## src/hw/tcb_lite_defines.svh

```systemverilog
/*
 * TCB-lite interconnect sizing macros.
 * Include wherever bus widths, manager count or memory depth are needed.
 * Manager count is global; modules carry no sizing parameters.
 */

`ifndef TCB_LITE_DEFINES_SVH
`define TCB_LITE_DEFINES_SVH

//////////////////////////////////////////////////
// manager side
//////////////////////////////////////////////////

// number of bus managers
`define TCB_IFN 2
// width of a manager index
`define TCB_IFL 1

//////////////////////////////////////////////////
// bus widths
//////////////////////////////////////////////////

// byte address, word aligned
`define TCB_AW 8
// data word, 4 bytes
`define TCB_DW 32
// one enable per data byte
`define TCB_BW 4

// memory depth in words, higher word indexes are out of range
`define TCB_MEM_WORDS 32

`endif
```

## src/hw/tcb_lite_pkg.sv

```systemverilog
/*
 * TCB-lite shared types.
 * Bus opcode used on manager ports and toward the memory,
 * arbiter lock state used inside the arbiter.
 */

package tcb_lite_pkg;

    //////////////////////////////////////////////////
    // bus opcode
    //////////////////////////////////////////////////

    // one bit on the wire, read is the idle default
    typedef enum logic {
        TCB_READ  = 1'b0,
        TCB_WRITE = 1'b1
    } tcb_op_t;

    //////////////////////////////////////////////////
    // arbiter lock state
    //////////////////////////////////////////////////

    // open: grant follows fixed priority each cycle
    // locked: grant stays on the recorded manager
    typedef enum logic {
        ARB_OPEN   = 1'b0,
        ARB_LOCKED = 1'b1
    } arb_state_t;

endpackage

```

## src/hw/tcb_lite_interconnect.sv

```systemverilog
/*
 * TCB-lite interconnect top, two managers sharing one memory.
 * Arbiter grants one manager, the multiplexer forwards its request,
 * the router returns the response one cycle later.
 */

`timescale 1ns/1ns

`include "tcb_lite_defines.svh"

module tcb_lite_interconnect (
    input  logic                                 sub,
    input  logic                                 rst,
    // manager requests
    input  logic [`TCB_IFN-1:0]                  man_vld,
    input  tcb_lite_pkg::tcb_op_t [`TCB_IFN-1:0] man_op,
    input  logic [`TCB_IFN-1:0]                  man_lck,
    input  logic [`TCB_IFN-1:0][`TCB_AW-1:0]     man_adr,
    input  logic [`TCB_IFN-1:0][`TCB_DW-1:0]     man_wdt,
    input  logic [`TCB_IFN-1:0][`TCB_BW-1:0]     man_ben,
    // handshake and response toward managers
    output logic [`TCB_IFN-1:0]                  man_rdy,
    output logic [`TCB_IFN-1:0]                  man_rsp,
    output logic [`TCB_IFN-1:0][`TCB_DW-1:0]     man_rdt,
    output logic [`TCB_IFN-1:0]                  man_err
);

    import tcb_lite_pkg::*;

    //////////////////////////////////////////////////
    // internal wires
    //////////////////////////////////////////////////

    // arbiter control
    logic [`TCB_IFL-1:0] sel;
    logic                trn;
    // request toward memory
    tcb_op_t             sub_op;
    logic [`TCB_AW-1:0]  sub_adr;
    logic [`TCB_DW-1:0]  sub_wdt;
    logic [`TCB_BW-1:0]  sub_ben;
    // memory response
    logic [`TCB_DW-1:0]  sub_rdt;
    logic                sub_err;

    //////////////////////////////////////////////////
    // blocks
    //////////////////////////////////////////////////

    tcb_lite_arbiter arb (
        .sub     (sub),
        .rst     (rst),
        .man_vld (man_vld),
        .man_lck (man_lck),
        .man_rdy (man_rdy),
        .sel     (sel),
        .trn     (trn)
    );

    tcb_lite_req_mux mux (
        .sel     (sel),
        .man_op  (man_op),
        .man_adr (man_adr),
        .man_wdt (man_wdt),
        .man_ben (man_ben),
        .sub_op  (sub_op),
        .sub_adr (sub_adr),
        .sub_wdt (sub_wdt),
        .sub_ben (sub_ben)
    );

    tcb_lite_mem mem (
        .sub     (sub),
        .rst     (rst),
        .trn     (trn),
        .sub_op  (sub_op),
        .sub_adr (sub_adr),
        .sub_wdt (sub_wdt),
        .sub_ben (sub_ben),
        .sub_rdt (sub_rdt),
        .sub_err (sub_err)
    );

    tcb_lite_rsp_route rsp (
        .sub     (sub),
        .rst     (rst),
        .trn     (trn),
        .sel     (sel),
        .sub_rdt (sub_rdt),
        .sub_err (sub_err),
        .man_rsp (man_rsp),
        .man_rdt (man_rdt),
        .man_err (man_err)
    );

endmodule

```

## src/hw/tcb_lite_rsp_route.sv

```systemverilog
/*
 * Response router, returns memory read data and error to the manager
 * that issued the transfer. One registered stage, aligned with the
 * registered memory output.
 */

`timescale 1ns/1ns

`include "tcb_lite_defines.svh"

module tcb_lite_rsp_route (
    input  logic                             sub,
    input  logic                             rst,
    // transfer strobe and issuing index from arbiter
    input  logic                             trn,
    input  logic [`TCB_IFL-1:0]              sel,
    // response from memory
    input  logic [`TCB_DW-1:0]               sub_rdt,
    input  logic                             sub_err,
    // per manager response
    output logic [`TCB_IFN-1:0]              man_rsp,
    output logic [`TCB_IFN-1:0][`TCB_DW-1:0] man_rdt,
    output logic [`TCB_IFN-1:0]              man_err
);

    // response pending this cycle
    logic                rsp_q;
    // manager that issued it
    logic [`TCB_IFL-1:0] sel_q;

    //////////////////////////////////////////////////
    // issue tracking
    //////////////////////////////////////////////////

    always_ff @(posedge sub) begin
        if (rst) begin
            rsp_q <= 1'b0;
        end else begin
            rsp_q <= trn;
        end
    end

    // only meaningful while rsp_q is high
    always_ff @(posedge sub) begin
        if (trn) begin
            sel_q <= sel;
        end
    end

    //////////////////////////////////////////////////
    // delivery
    //////////////////////////////////////////////////

    // issuing manager gets pulse, data and error, the others get zero
    always_comb begin
        man_rsp = '0;
        man_rdt = '0;
        man_err = '0;
        for (int i = 0; i < `TCB_IFN; i++) begin
            if (rsp_q && (sel_q == i[`TCB_IFL-1:0])) begin
                man_rsp[i] = 1'b1;
                man_rdt[i] = sub_rdt;
                man_err[i] = sub_err;
            end
        end
    end

endmodule

```

## src/hw/tcb_lite_mem.sv

```systemverilog
/*
 * Word-wide memory subordinate with byte enables.
 * Writes on the transfer edge, read data and error are registered and
 * valid the cycle after. Out-of-range accesses flag an error and read zero.
 */

`timescale 1ns/1ns

`include "tcb_lite_defines.svh"

module tcb_lite_mem (
    input  logic                  sub,
    input  logic                  rst,
    // request from multiplexer
    input  logic                  trn,
    input  tcb_lite_pkg::tcb_op_t sub_op,
    input  logic [`TCB_AW-1:0]    sub_adr,
    input  logic [`TCB_DW-1:0]    sub_wdt,
    input  logic [`TCB_BW-1:0]    sub_ben,
    // response, one cycle after the transfer
    output logic [`TCB_DW-1:0]    sub_rdt,
    output logic                  sub_err
);

    import tcb_lite_pkg::*;

    // memory index width
    localparam int unsigned MAW = $clog2(`TCB_MEM_WORDS);

    // storage array
    logic [`TCB_DW-1:0] mem [0:`TCB_MEM_WORDS-1];

    // word index, byte offset bits dropped
    logic [`TCB_AW-3:0] wrd;
    logic               in_rng;

    assign wrd    = sub_adr[`TCB_AW-1:2];
    assign in_rng = (wrd < `TCB_MEM_WORDS);

    //////////////////////////////////////////////////
    // write port
    //////////////////////////////////////////////////

    // only enabled bytes change, out of range writes are dropped
    always_ff @(posedge sub) begin
        if (trn && in_rng && (sub_op == TCB_WRITE)) begin
            for (int b = 0; b < `TCB_BW; b++) begin
                if (sub_ben[b]) begin
                    mem[wrd[MAW-1:0]][8*b +: 8] <= sub_wdt[8*b +: 8];
                end
            end
        end
    end

    //////////////////////////////////////////////////
    // read port and error
    //////////////////////////////////////////////////

    // addressed word captured on every transfer, old value on a write
    always_ff @(posedge sub) begin
        if (trn) begin
            sub_rdt <= in_rng ? mem[wrd[MAW-1:0]] : '0;
        end
    end

    // error flag
    always_ff @(posedge sub) begin
        if (rst) begin
            sub_err <= 1'b0;
        end else if (trn) begin
            sub_err <= !in_rng;
        end
    end

endmodule

```

## src/hw/tcb_lite_req_mux.sv

```systemverilog
/*
 * Request multiplexer, routes the granted manager's request fields
 * toward the memory subordinate. Purely combinational, driven by the
 * arbiter select.
 */

`timescale 1ns/1ns

`include "tcb_lite_defines.svh"

module tcb_lite_req_mux (
    // grant from arbiter
    input  logic [`TCB_IFL-1:0]                   sel,
    // manager request fields
    input  tcb_lite_pkg::tcb_op_t [`TCB_IFN-1:0]  man_op,
    input  logic [`TCB_IFN-1:0][`TCB_AW-1:0]      man_adr,
    input  logic [`TCB_IFN-1:0][`TCB_DW-1:0]      man_wdt,
    input  logic [`TCB_IFN-1:0][`TCB_BW-1:0]      man_ben,
    // request toward subordinate
    output tcb_lite_pkg::tcb_op_t                 sub_op,
    output logic [`TCB_AW-1:0]                    sub_adr,
    output logic [`TCB_DW-1:0]                    sub_wdt,
    output logic [`TCB_BW-1:0]                    sub_ben
);

    //////////////////////////////////////////////////
    // control fields
    //////////////////////////////////////////////////

    // opcode and address straight from the granted manager
    assign sub_op  = man_op[sel];
    assign sub_adr = man_adr[sel];

    //////////////////////////////////////////////////
    // byte lanes
    //////////////////////////////////////////////////

    // per lane routing of enable and data
    // disabled lanes carry zero so stale data never reaches the memory
    always_comb begin
        sub_ben = '0;
        sub_wdt = '0;
        for (int b = 0; b < `TCB_BW; b++) begin
            sub_ben[b] = man_ben[sel][b];
            if (man_ben[sel][b]) begin
                sub_wdt[8*b +: 8] = man_wdt[sel][8*b +: 8];
            end
        end
    end

endmodule

```

## src/hw/tcb_lite_arbiter.sv

```systemverilog
/*
 * Fixed priority arbiter for the TCB-lite interconnect, lower index wins.
 * A locked transfer keeps the grant on its manager until that manager
 * completes a transfer without the lock flag.
 */

`timescale 1ns/1ns

`include "tcb_lite_defines.svh"

module tcb_lite_arbiter (
    input  logic                sub,
    input  logic                rst,
    // manager requests
    input  logic [`TCB_IFN-1:0] man_vld,
    input  logic [`TCB_IFN-1:0] man_lck,
    // grant toward managers and datapath
    output logic [`TCB_IFN-1:0] man_rdy,
    output logic [`TCB_IFL-1:0] sel,
    output logic                trn
);

    import tcb_lite_pkg::*;

    // lock state and the index it holds
    arb_state_t          state;
    logic [`TCB_IFL-1:0] sel_reg;
    // priority pick from current valids
    logic [`TCB_IFL-1:0] sel_cmb;

    //////////////////////////////////////////////////
    // fixed priority select
    //////////////////////////////////////////////////

    // scan from the top so the lowest valid index ends up winning
    always_comb begin
        sel_cmb = '0;
        for (int i = `TCB_IFN-1; i >= 0; i--) begin
            if (man_vld[i]) begin
                sel_cmb = i[`TCB_IFL-1:0];
            end
        end
    end

    // locked grant overrides priority, even for a higher priority manager
    assign sel = (state == ARB_LOCKED) ? sel_reg : sel_cmb;

    // ready only to the selected manager, none while in reset
    always_comb begin
        man_rdy = '0;
        if (!rst) begin
            man_rdy[sel] = man_vld[sel];
        end
    end

    // transfer strobe, selected manager valid and ready
    assign trn = man_rdy[sel];

    //////////////////////////////////////////////////
    // lock tracking
    //////////////////////////////////////////////////

    // each transfer decides the next state from its lock flag
    always_ff @(posedge sub) begin
        if (rst) begin
            state <= ARB_OPEN;
        end else if (trn) begin
            state <= man_lck[sel] ? ARB_LOCKED : ARB_OPEN;
        end
    end

    // only read back while locked
    always_ff @(posedge sub) begin
        if (trn && man_lck[sel]) begin
            sel_reg <= sel;
        end
    end

endmodule

```

## config.mk

```make
export PLATFORM = sky130hd
export DESIGN_NAME = tcb_lite_interconnect
export DESIGN_NICKNAME = d
export VERILOG_FILES = /design/src/hw/tcb_lite_pkg.sv /design/src/hw/tcb_lite_interconnect.sv /design/src/hw/tcb_lite_rsp_route.sv /design/src/hw/tcb_lite_mem.sv /design/src/hw/tcb_lite_req_mux.sv /design/src/hw/tcb_lite_arbiter.sv
export VERILOG_INCLUDE_DIRS = /design/src /design/src/hw
export SDC_FILE = /design/constraint.sdc
export NUM_CORES = 1
export LEC_CHECK = 0
export ABC_AREA = 1
export BUFFER_PORTS_ARGS = -buffer_cell sky130_fd_sc_hd__buf_2
export CORE_MARGIN = 2
export CORE_UTILIZATION = 25
export DETAILED_ROUTE_END_ITERATION = 8
export GPL_TIMING_DRIVEN = 0
export PLACE_DENSITY_LB_ADDON = 0.25
export SLEW_MARGIN = 20
export SYNTH_ARGS = -nofsm -noshare
export SYNTH_HDL_FRONTEND = slang
export SYNTH_HIERARCHICAL = 1
export SYNTH_SLANG_ARGS = --single-unit
```

## constraint.sdc

```tcl
create_clock -name sub -period 4.9 [get_ports sub]
set_clock_uncertainty 0.1 [all_clocks]
set_input_delay 1.225 -clock sub [delete_from_list [all_inputs] [get_ports sub]]
set_output_delay 1.225 -clock sub [all_outputs]
set_load 0.01 [all_outputs]
```

# ---- Word-level counts from Yosys, hierarchy flattened
# Memory sizes are Yosys's and may differ from the RTL's. A register that Yosys moved wholly into a read port is not among the register bits.
# Cells that the tools add are included.
dict set report word_totals {
  wordCells 62
  memories 1
  output_inout_bits 70
  regBits 5
  ramBits 1024
}
dict set report classes {
  order_cmp 3
  reduce_logical 8
  muxes 43
  n_bitwise 2
}
# name depth word_bits read_ports rd_clocked_by_memory_dff write_ports line
set memory_table {}
lappend memory_table {mem.mem 32 32 1 1 1 tcb_lite_mem.sv:31} ;# logic [`TCB_DW-1:0] mem [0:`TCB_MEM_WORDS-1];
# op count
set op_table {}
lappend op_table {{two-way mux 32 bit} 4}
lappend op_table {{two-way mux 8 bit} 6}
lappend op_table {{two-way mux 1 bit} 29}
lappend op_table {{two-way mux 4 bit} 2}
lappend op_table {{logical AND 1 bit} 6}
lappend op_table {{< comparator 6 bit, second input constant} 1}
lappend op_table {{bitwise AND 2 bit} 1}
lappend op_table {{zero test 1 bit} 2}
lappend op_table {{< comparator 1 x 2 -> 1 bit, second input constant} 1}
lappend op_table {{two-way mux 2 bit} 1}
lappend op_table {{demux 1 bit (select 1 bit)} 1}
lappend op_table {{>= comparator 1 bit, second input constant} 1}
lappend op_table {{inverter 1 bit} 1}

# ---- Logic depth before layout (Yosys ltp)
# Gate-level depths: netlist (run 1).
dict set report logic_depth {
  word_depth 15
  ltp_mapped 23
  ltp_nobuf 17
}

# ---- Modules after synthesis
# Netlist (run 1), hierarchy kept.
# mod area_per_inst_um2 cells_per_inst seq_area_each_um2 instances
set by_module_without_submodules {}
lappend by_module_without_submodules {tcb_lite_mem 43980.9 4175 31730.4 1}
lappend by_module_without_submodules {tcb_lite_req_mux 862.1 209 0.0 1}
lappend by_module_without_submodules {tcb_lite_rsp_route 520.5 114 50.0 1}
lappend by_module_without_submodules {tcb_lite_arbiter 177.7 29 50.0 1}

# ---- Worst setup path before layout (run 1)
# Ideal clock, no wire load.
dict set report synth_timing {
  path_kind {input -> register}
  from {input port man_vld[0]}
  to {memory mem/mem[28][16] (netlist name) (enable)}
  n_path_buf 1
  path_stages 10
  setup_slack_ps 1222
  t_arrival_ps 3208
  cell_sequence {inv_1 -> nand2_1 -> nand2_2 -> nand3_2 -> nand2_2 -> inv_1 -> nor3b_1 -> nand2_1 -> clkbuf_1 -> nor2_1}
}
dict set report synth_between {
  elab_chain_cells 14
  elab_cells_between_ends 25
  classes_between {3 x order compare; 18 x mux; 1 x bitwise; 3 x reduce/logical}
}
# item line
set synth_rtl {}
lappend synth_rtl {{start, declared} tcb_lite_interconnect.sv:15} ;# input logic [`TCB_IFN-1:0] man_vld,
lappend synth_rtl {{two-way mux 1 bit} tcb_lite_arbiter.sv:39} ;# if (man_vld[i]) begin
lappend synth_rtl {{two-way mux 1 bit} tcb_lite_arbiter.sv:46} ;# assign sel = (state == ARB_LOCKED) ? sel_reg : sel_cmb;
lappend synth_rtl {{< comparator 1 x 2 -> 1 bit (not written as such) or >= comparator 1 bit (tied branches)} tcb_lite_arbiter.sv:52} ;# man_rdy[sel] = man_vld[sel];
lappend synth_rtl {{logical AND 1 bit (not written as such)} tcb_lite_arbiter.sv:52}
lappend synth_rtl {{two-way mux 1 bit (not written as such)} tcb_lite_arbiter.sv:52}
lappend synth_rtl {{demux 1 bit (select 1 bit)} n/a}
lappend synth_rtl {{bitwise AND 2 bit (no source line)} n/a}
lappend synth_rtl {{two-way mux 2 bit} tcb_lite_arbiter.sv:51} ;# if (!rst) begin
lappend synth_rtl {{two-way mux 1 bit (not written as such) (*) (2 in a row)} tcb_lite_arbiter.sv:57} ;# assign trn = man_rdy[sel];
lappend synth_rtl {{named net trn} tcb_lite_interconnect.sv:36} ;# logic trn;
lappend synth_rtl {{logical AND 1 bit (*) (2 in a row)} tcb_lite_mem.sv:46} ;# if (trn && in_rng && (sub_op == TCB_WRITE)) begin
lappend synth_rtl {{two-way mux 1 bit (*)} tcb_lite_mem.sv:46}
lappend synth_rtl {{two-way mux 1 bit (not written as such) (*)} tcb_lite_mem.sv:49} ;# mem[wrd[MAW-1:0]][8*b +: 8] <= sub_wdt[8*b +: 8];
lappend synth_rtl {{end, declared} tcb_lite_mem.sv:31}
# The timed path passes the listed nets; every way through them passes the cells marked *. The select of a mux whose other input is x is not followed.

# ---- Worst setup path in the final report (run 1)
dict set report layout_timing {
  from {input port man_vld[0]}
  to {memory mem/mem[8][11] (netlist name) (enable)}
}
dict set report layout_between {
  elab_cells_between_ends 25
  classes_between {3 x order compare; 18 x mux; 1 x bitwise; 3 x reduce/logical}
}
# item line
set layout_lines {}
lappend layout_lines {{two-way mux 1 bit} tcb_lite_arbiter.sv:39}
lappend layout_lines {{two-way mux 1 bit} tcb_lite_arbiter.sv:46}
lappend layout_lines {{named net sel} tcb_lite_interconnect.sv:35} ;# logic [`TCB_IFL-1:0] sel;
lappend layout_lines {{two-way mux 8 bit (not written as such) (2 in a row)} tcb_lite_req_mux.sv:32} ;# assign sub_adr = man_adr[sel];
lappend layout_lines {{named net sub_adr[7]} tcb_lite_interconnect.sv:39} ;# logic [`TCB_AW-1:0] sub_adr;
lappend layout_lines {{< comparator 6 bit (no source line)} n/a}
lappend layout_lines {{logical AND 1 bit (2 in a row)} tcb_lite_mem.sv:46}
lappend layout_lines {{two-way mux 1 bit} tcb_lite_mem.sv:46}
lappend layout_lines {{two-way mux 1 bit (not written as such)} tcb_lite_mem.sv:49}
# The timed path passes the listed nets, and every way through them passes these cells. The select of a mux whose other input is x is not followed.

==> impl_results.md, run 1 <==
* Cell Rows at 156
* Worst hold path type: reg2reg
* Worst vdd ir at 0.000287 V
* RSZ-0062 raised after global routing: true
* First-pass GRT wire length at 218 mm
* Initial antenna violation count at 1
* Final Hold Vio Count at 0
* Max-Cap Viols at 0
* Clock buffer depth at 3
* Crit. End Element: flop
* Total gr overflow at 0
* I/O Pins at 166
* Postcts setup bufs at 0
* CTS Sinks at 1061
* Via count at 32200
* Data required time of the worst path at 5.15 ns
* Slowest stage delay, CP at 0.82 ns
* Cts bufs inserted at 117
* DRT Pass-1 Iters at 5
* Fin nets at 4902
* Initial Util at 25.2%
* Skew-Pair Late Insertion Delay at 0.73 ns
* Die W at 431 µm
* Max_slew headroom at 19.2%
* DP HPWL at 110 mm
* DRC at 0
* Hold_buf cts at 0
* 1st-iter DRT viols at 3023
* Failing checks: negative setup slack
* Last weighted congestion value of the routability-driven placer at 0.873
* Placed cell count at 7057
* Largest net degree at the start of global routing at 38
* Layout cells sized above 1 at 14.0%
* Clock-pin slew on the worst setup and hold paths at 0.06 ns
* Vias in the first global route at 30200
* Final instance area at 53500 µm²
* Max Clock Freq at 201 MHz
* Core Util, Final at 29.6%
* Slew @ Worst Pin at 1.21 ns
* Post-cts resize count at 44
* Die area at 186000 µm²
* Post-DRT Antenna Nets at 0
* Wire per inst at 21.3 µm
* Critical path arrival at 5.23 ns
* Max FFs per register at 1024
* Post-Syn Nets at 4617
* Slowest-stage cell, CP: nor2_1
* Worst-path fanout max at 10
* Synthesized area per cell at 10.1 µm²
* CTS tree: built
* Final setup vio count at 72
* Gr usage total at 16.3%
* Vias per std cell at 4.43
* Final WS setup at -0.0818 ns
* P_leak at 22.0 nW
* Number of port buffers at 161
* Final WL at 155 mm
* Layout area overhead at 17.6%
* Area after DPL at 49400 µm²
* Startpoint types: input port
* Max Slew Vio Count at 0
* Cells after Synth at 4521
* Post-Synthesis Cell Area at 45500 µm²
* Post-route non-filler standard cell count at 7274
* Hold Worst Slack at 0.378 ns
* Core area at 181000 µm²
* Crit path cell chain: buf_2 > inv_1 > nand2_1 > nand2_2 > nand2_1 > inv_1 > buf_6 > inv_8 > buf_6 > nand2_1 > nand2_1 > clkbuf_1 > nor3b_1 > nand2_1 > clkbuf_1 > nor2_1
* Clock root cell: clkbuf_16
* P per Cell Area at 410 nW/µm²
* Period Utilization, post-route at 102%
* Critical path class: in2reg
* Status: finished with violations
* H-tree depth at 3
* Minimum clock period after layout at 4.98 ns
* Yosys warnings at 6
* Most common cell on crit path: nand2_1
* Die extent in y at 431 µm
==> cells in the final DEF, fill, tap and decap left out, types with 35 or more instances in the layout <==
master,count
nor2_2,102
nand2_1,2794
inv_1,47
inv_2,35
nor2_1,149
clkbuf_1,58
buf_2,288
clkbuf_16,121
nand3_1,35
edfxtp_1,1058
==> routing by layer <==
layer,vias to the layer above,wire (µm),global-route usage (%)
li1,15200,-,-
met1,15800,68200,22.0
met5,-,0,0
met3,217,9360,2.43
met4,0,4770,5.22
met2,1056,72400,26.8
==> cell type report <==
type,instances,area (µm²)
flip-flops and latches,1061,31800
inverters,86,335
fillers,18800,127000
plain buffers,226,1300
multi-input cells,3148,12400
clock inverters,73,661
clock buffers,142,3110
well taps,2370,2970
repair buffers,166,913
diodes,2,5.00
==> where the power goes <==
group / switching [mW] / internal, mW / leakage [nW]
logic: 2.29 / 0.658 / 10.5
registers: 0.0161 / 10.2 / 9.67
clock network: 3.65 / 5.10 / 1.85
==> worst max-delay path, delay by kind of cell <==
family | cells | cell delay (ns)
buffers and inverters | 8 | 1.77
and+or+nand+nor | 8 | 2.20
==> per-stage QoR <==
step / setup WS [ns] / power, mW / setup TNS (ns)
finish: -0.0818 / 21.9 / -2.82
global placement: -1.13 / 13.3 / -810.12
floorplan: 1.22 / 12.0 / 0
CTS: -0.141 / 22.1 / -2.96
detailed placement: -0.925 / 13.3 / -729.51
global route: -0.233 / 22.7 / -25.46
==> path summary, 6_finish.rpt <==
path,depth (start not counted),slack (ns),to,start
max,16,-0.08,mem/mem[8][11],man_vld[0]
min,2,0.38,mem/sub_err,mem/sub_err
max reg2reg,14,0.15,mem/mem[8][11],arb/state
min reg2reg,2,0.38,mem/sub_err,mem/sub_err
(Power assumes the default switching activity.)
==> run 2: changes to the inputs <==
SKIP_LAST_GASP = 1   (was unset)
TNS_END_PERCENT = 10   (was unset)
==> run 2 against run 1 <==
Against the previous run:
- the flow still finishes with violations (negative setup slack)
- die area stayed put
- setup slack worse by 0.17 ns
- wire length hardly changed
- fmax is 3.3% lower
- count of clock-buffer cells in the layout stayed put
- critical path depth is 1 lower
- hold slack worse by 0.0051 ns
- clock power hardly changed
- design area is 0.57% lower
- critical endpoint is now mem/mem[30][28]
- largest cell class unchanged
- highest routed layer is now met5
==> impl_results.md, run 2 (synthesized netlist as in run 1, its figures left out) <==
* I/O Pins at 166 (unchanged)
* Vias per std cell at 4.41 (-0.33%)
* Comb power frac at 13.4% (about the same)
* Worst hold path type: reg2reg
* Gr usage total at 16.3% (about the same)
* Slew @ Worst Pin at 1.19 ns (-0.0255 ns)
* Last weighted congestion value of the routability-driven placer at 0.873 (unchanged)
* Initial antenna violation count at 3 (+2)
* Layout area overhead at 16.9%
* Die W at 431 µm (unchanged)
* Die area at 186000 µm² (unchanged)
* 1st-iter DRT viols at 3117 (+3.1%)
* Commonest cells after routing, fill and taps aside: nand2_1 (2794), edfxtp_1 (1058), buf_2 (288), nor2_1 (245), clkbuf_16 (121)
* Total power at 21.9 mW (about the same)
* Via count at 32100 (-0.35%)
* P per Cell Area at 412 nW/µm² (+0.47%)
* Clock-pin slew on the worst setup and hold paths at 0.06 ns (about the same)
* Vias in the first global route at 30100 (-0.42%)
* P_leak at 22.0 nW (about the same)
* Most common cell after layout, fill and taps aside: nand2_1
* Period Utilization, post-route at 105% (+3.5 points)
* Max FFs per register at 1024 (unchanged)
* RSZ-0062 raised after global routing: true
* First-pass GRT wire length at 217 mm (-0.16%)
* Max Clock Freq at 194 MHz (-3.3%)
* Largest net degree at the start of global routing at 38 (unchanged)
* CP top delay family: simple AND/OR/NAND/NOR gates
* Wire per inst at 21.3 µm (about the same)
* CTS tree: built
* Minimum clock period after layout at 5.15 ns (+0.170 ns)
* Max_slew headroom at 20.7% (+1.4 points)
* Grt peak-use layer: met2
* Status: finished with violations
* Slowest stage delay, CP at 0.95 ns (+0.13 ns)
* Max Slew Vio Count at 0 (unchanged)
* Met3 capacity usage during global routing at 2.17% (-0.26 points)
* Met1 Usage GRT at 22.1% (+0.080 points)
* WP buf/inv at 7 (-1)
* DP HPWL at 110 mm (unchanged)
* Initial Util at 25.2% (unchanged)
* Skew-Pair Late Insertion Delay at 0.73 ns (about the same)
* Worst vdd ir at 0.000284 V (-1.1%)
* Crit path cell chain: buf_2 > inv_1 > nand2_1 > nand2_2 > nand2_1 > inv_1 > buf_6 > buf_4 > nand2_1 > nand2_1 > inv_1 > nor2_1 > clkbuf_1 > nand2_1 > nor2_1
* Core area at 181000 µm² (unchanged)
* Failing checks: negative setup slack
* Fill cell count at 18900 (+0.16%)
* Clock Power Share at 39.9% (about the same)
* Data required time of the worst path at 5.12 ns (-0.03 ns)
* Cell Rows at 156 (unchanged)
* Startpoint types: input port
* DRT Pass-1 Iters at 6 (+1)
* Clock buffer depth at 3 (unchanged)
* Sequential fraction of design power at 46.7% (about the same)
* DRC at 0 (unchanged)
* Met2 Usage GRT at 26.7% (-0.13 points)
* Core Util, Final at 29.4% (-0.17 points)
* Number of port buffers at 161 (unchanged)
* Postcts setup bufs at 0 (unchanged)
* Final Hold Vio Count at 0 (unchanged)
* Sw Ratio at 27.1% (-0.064 points)
* Final setup vio count at 648 (+800%)
* Cts bufs inserted at 117 (unchanged)
* Critical path class: in2reg
* Most common cell on crit path: nand2_1
* Layout cells sized above 1 at 12.0% (-2.0 points)
* Fin nets at 4902 (unchanged)
* Final WS setup at -0.252 ns (-0.170 ns)
* Final WL at 155 mm (about the same)
* Worst-path fanout max at 10 (unchanged)
* H-tree depth at 3 (unchanged)
* Slowest-stage cell, CP: nor2_1
* Total gr overflow at 0 (unchanged)
* Psw at 5.94 mW (-0.33%)
* Post-DRT Antenna Nets at 0 (unchanged)
* CTS Sinks at 1061 (unchanged)
* Die extent in y at 431 µm (unchanged)
* Clock root cell: clkbuf_16
* Critical path arrival at 5.38 ns (+0.15 ns)
* Max-Cap Viols at 0 (unchanged)
* Int Pwr at 16.0 mW (about the same)
* Crit. End Element: flop
[run 2: changes by cell type in the layout (fill, tap and decap cells not counted), sizes merged]
cell,previous run,this run
diode,2,1
[run 2: final cells by class]
type | count | area [µm²] | area share, %
clock buffer | 142 | 3110 | 5.84
multi-input combinational | 3148 | 12100 | 22.7
tap | 2370 | 2970 | 5.57
antenna | 1 | 2.50 | 0.00470
clock inverter | 73 | 661 | 1.24
buffer | 226 | 1300 | 2.44
timing repair buffer | 166 | 913 | 1.72
inverter | 86 | 335 | 0.630
sequential | 1061 | 31800 | 59.8
[run 2: routing by layer]
metal  part of all wire, %  wire length, µm
met1                    44            67900
met3                   6.1             9470
met2                    47            72500
met5                 0.014               22
met4                   3.1             4800
[run 2: final timing paths]
check / start / endpoint / slack (ns) / depth (start not counted)
worst max register to register: arb/state / mem/mem[30][28] / -0.02 / 13
worst max-delay path: man_vld[0] / mem/mem[30][28] / -0.25 / 15
worst min-delay path: mem/sub_err / mem/sub_err / 0.37 / 2
worst min register to register: mem/sub_err / mem/sub_err / 0.37 / 2
[run 2: power by group through the flow]
| stage | logic (mW) | clock network (mW) | registers, mW |
|---|---|---|---|
| 3_5_place_dp | 2.93 | 0 | 10.4 |
| 3_3_place_gp | 2.90 | 0 | 10.4 |
| 2_1_floorplan | 1.59 | 0 | 10.4 |
| 5_1_grt | 3.18 | 9.25 | 10.2 |
| 6_report | 2.93 | 8.75 | 10.2 |
| 4_1_cts | 2.94 | 8.91 | 10.2 |
[run 2: worst register-to-register path, cell delays in order, from the launching register on]
cell and delay (ns):
dfxtp_1 0.43, inv_2 0.05, nand2_2 0.09, nand2_1 0.05, inv_1 0.34, buf_6 0.25
buf_4 0.18, nand2_1 0.06, nand2_1 0.18, inv_1 0.18, nor2_1 0.47, clkbuf_1 0.78
nand2_1 0.40, nor2_1 0.95
[run 2: stage by stage]
| step | TNS, ns | std cells | area [µm²] | hold WS [ns] | setup WS [ns] |
|---|---|---|---|---|---|
| 2_1_floorplan | 0 | 4521 | 45500 | 0.335 | 1.22 |
| 6_report | -61.97 | 7273 | 53200 | 0.373 | -0.252 |
| 4_1_cts | -11.63 | 7272 | 53200 | 0.371 | -0.141 |
| 5_1_grt | -123.08 | 7273 | 53200 | 0.391 | -0.294 |
| 3_5_place_dp | -729.51 | 7057 | 49400 | 0.362 | -0.925 |
| 3_3_place_gp | -810.12 | 7052 | 49300 | 0.359 | -1.13 |
[run 2: timing repair]
| item | 4_1_cts | 5_1_grt |
|---|---|---|
| endpoints found under the hold margin | 0 | 0 |
| hold buffers | 0 | 0 |
| cloned | 0 | 0 |
| gates resized for setup | 2 | 11 |
| endpoints found under the setup margin | 258 | 929 |
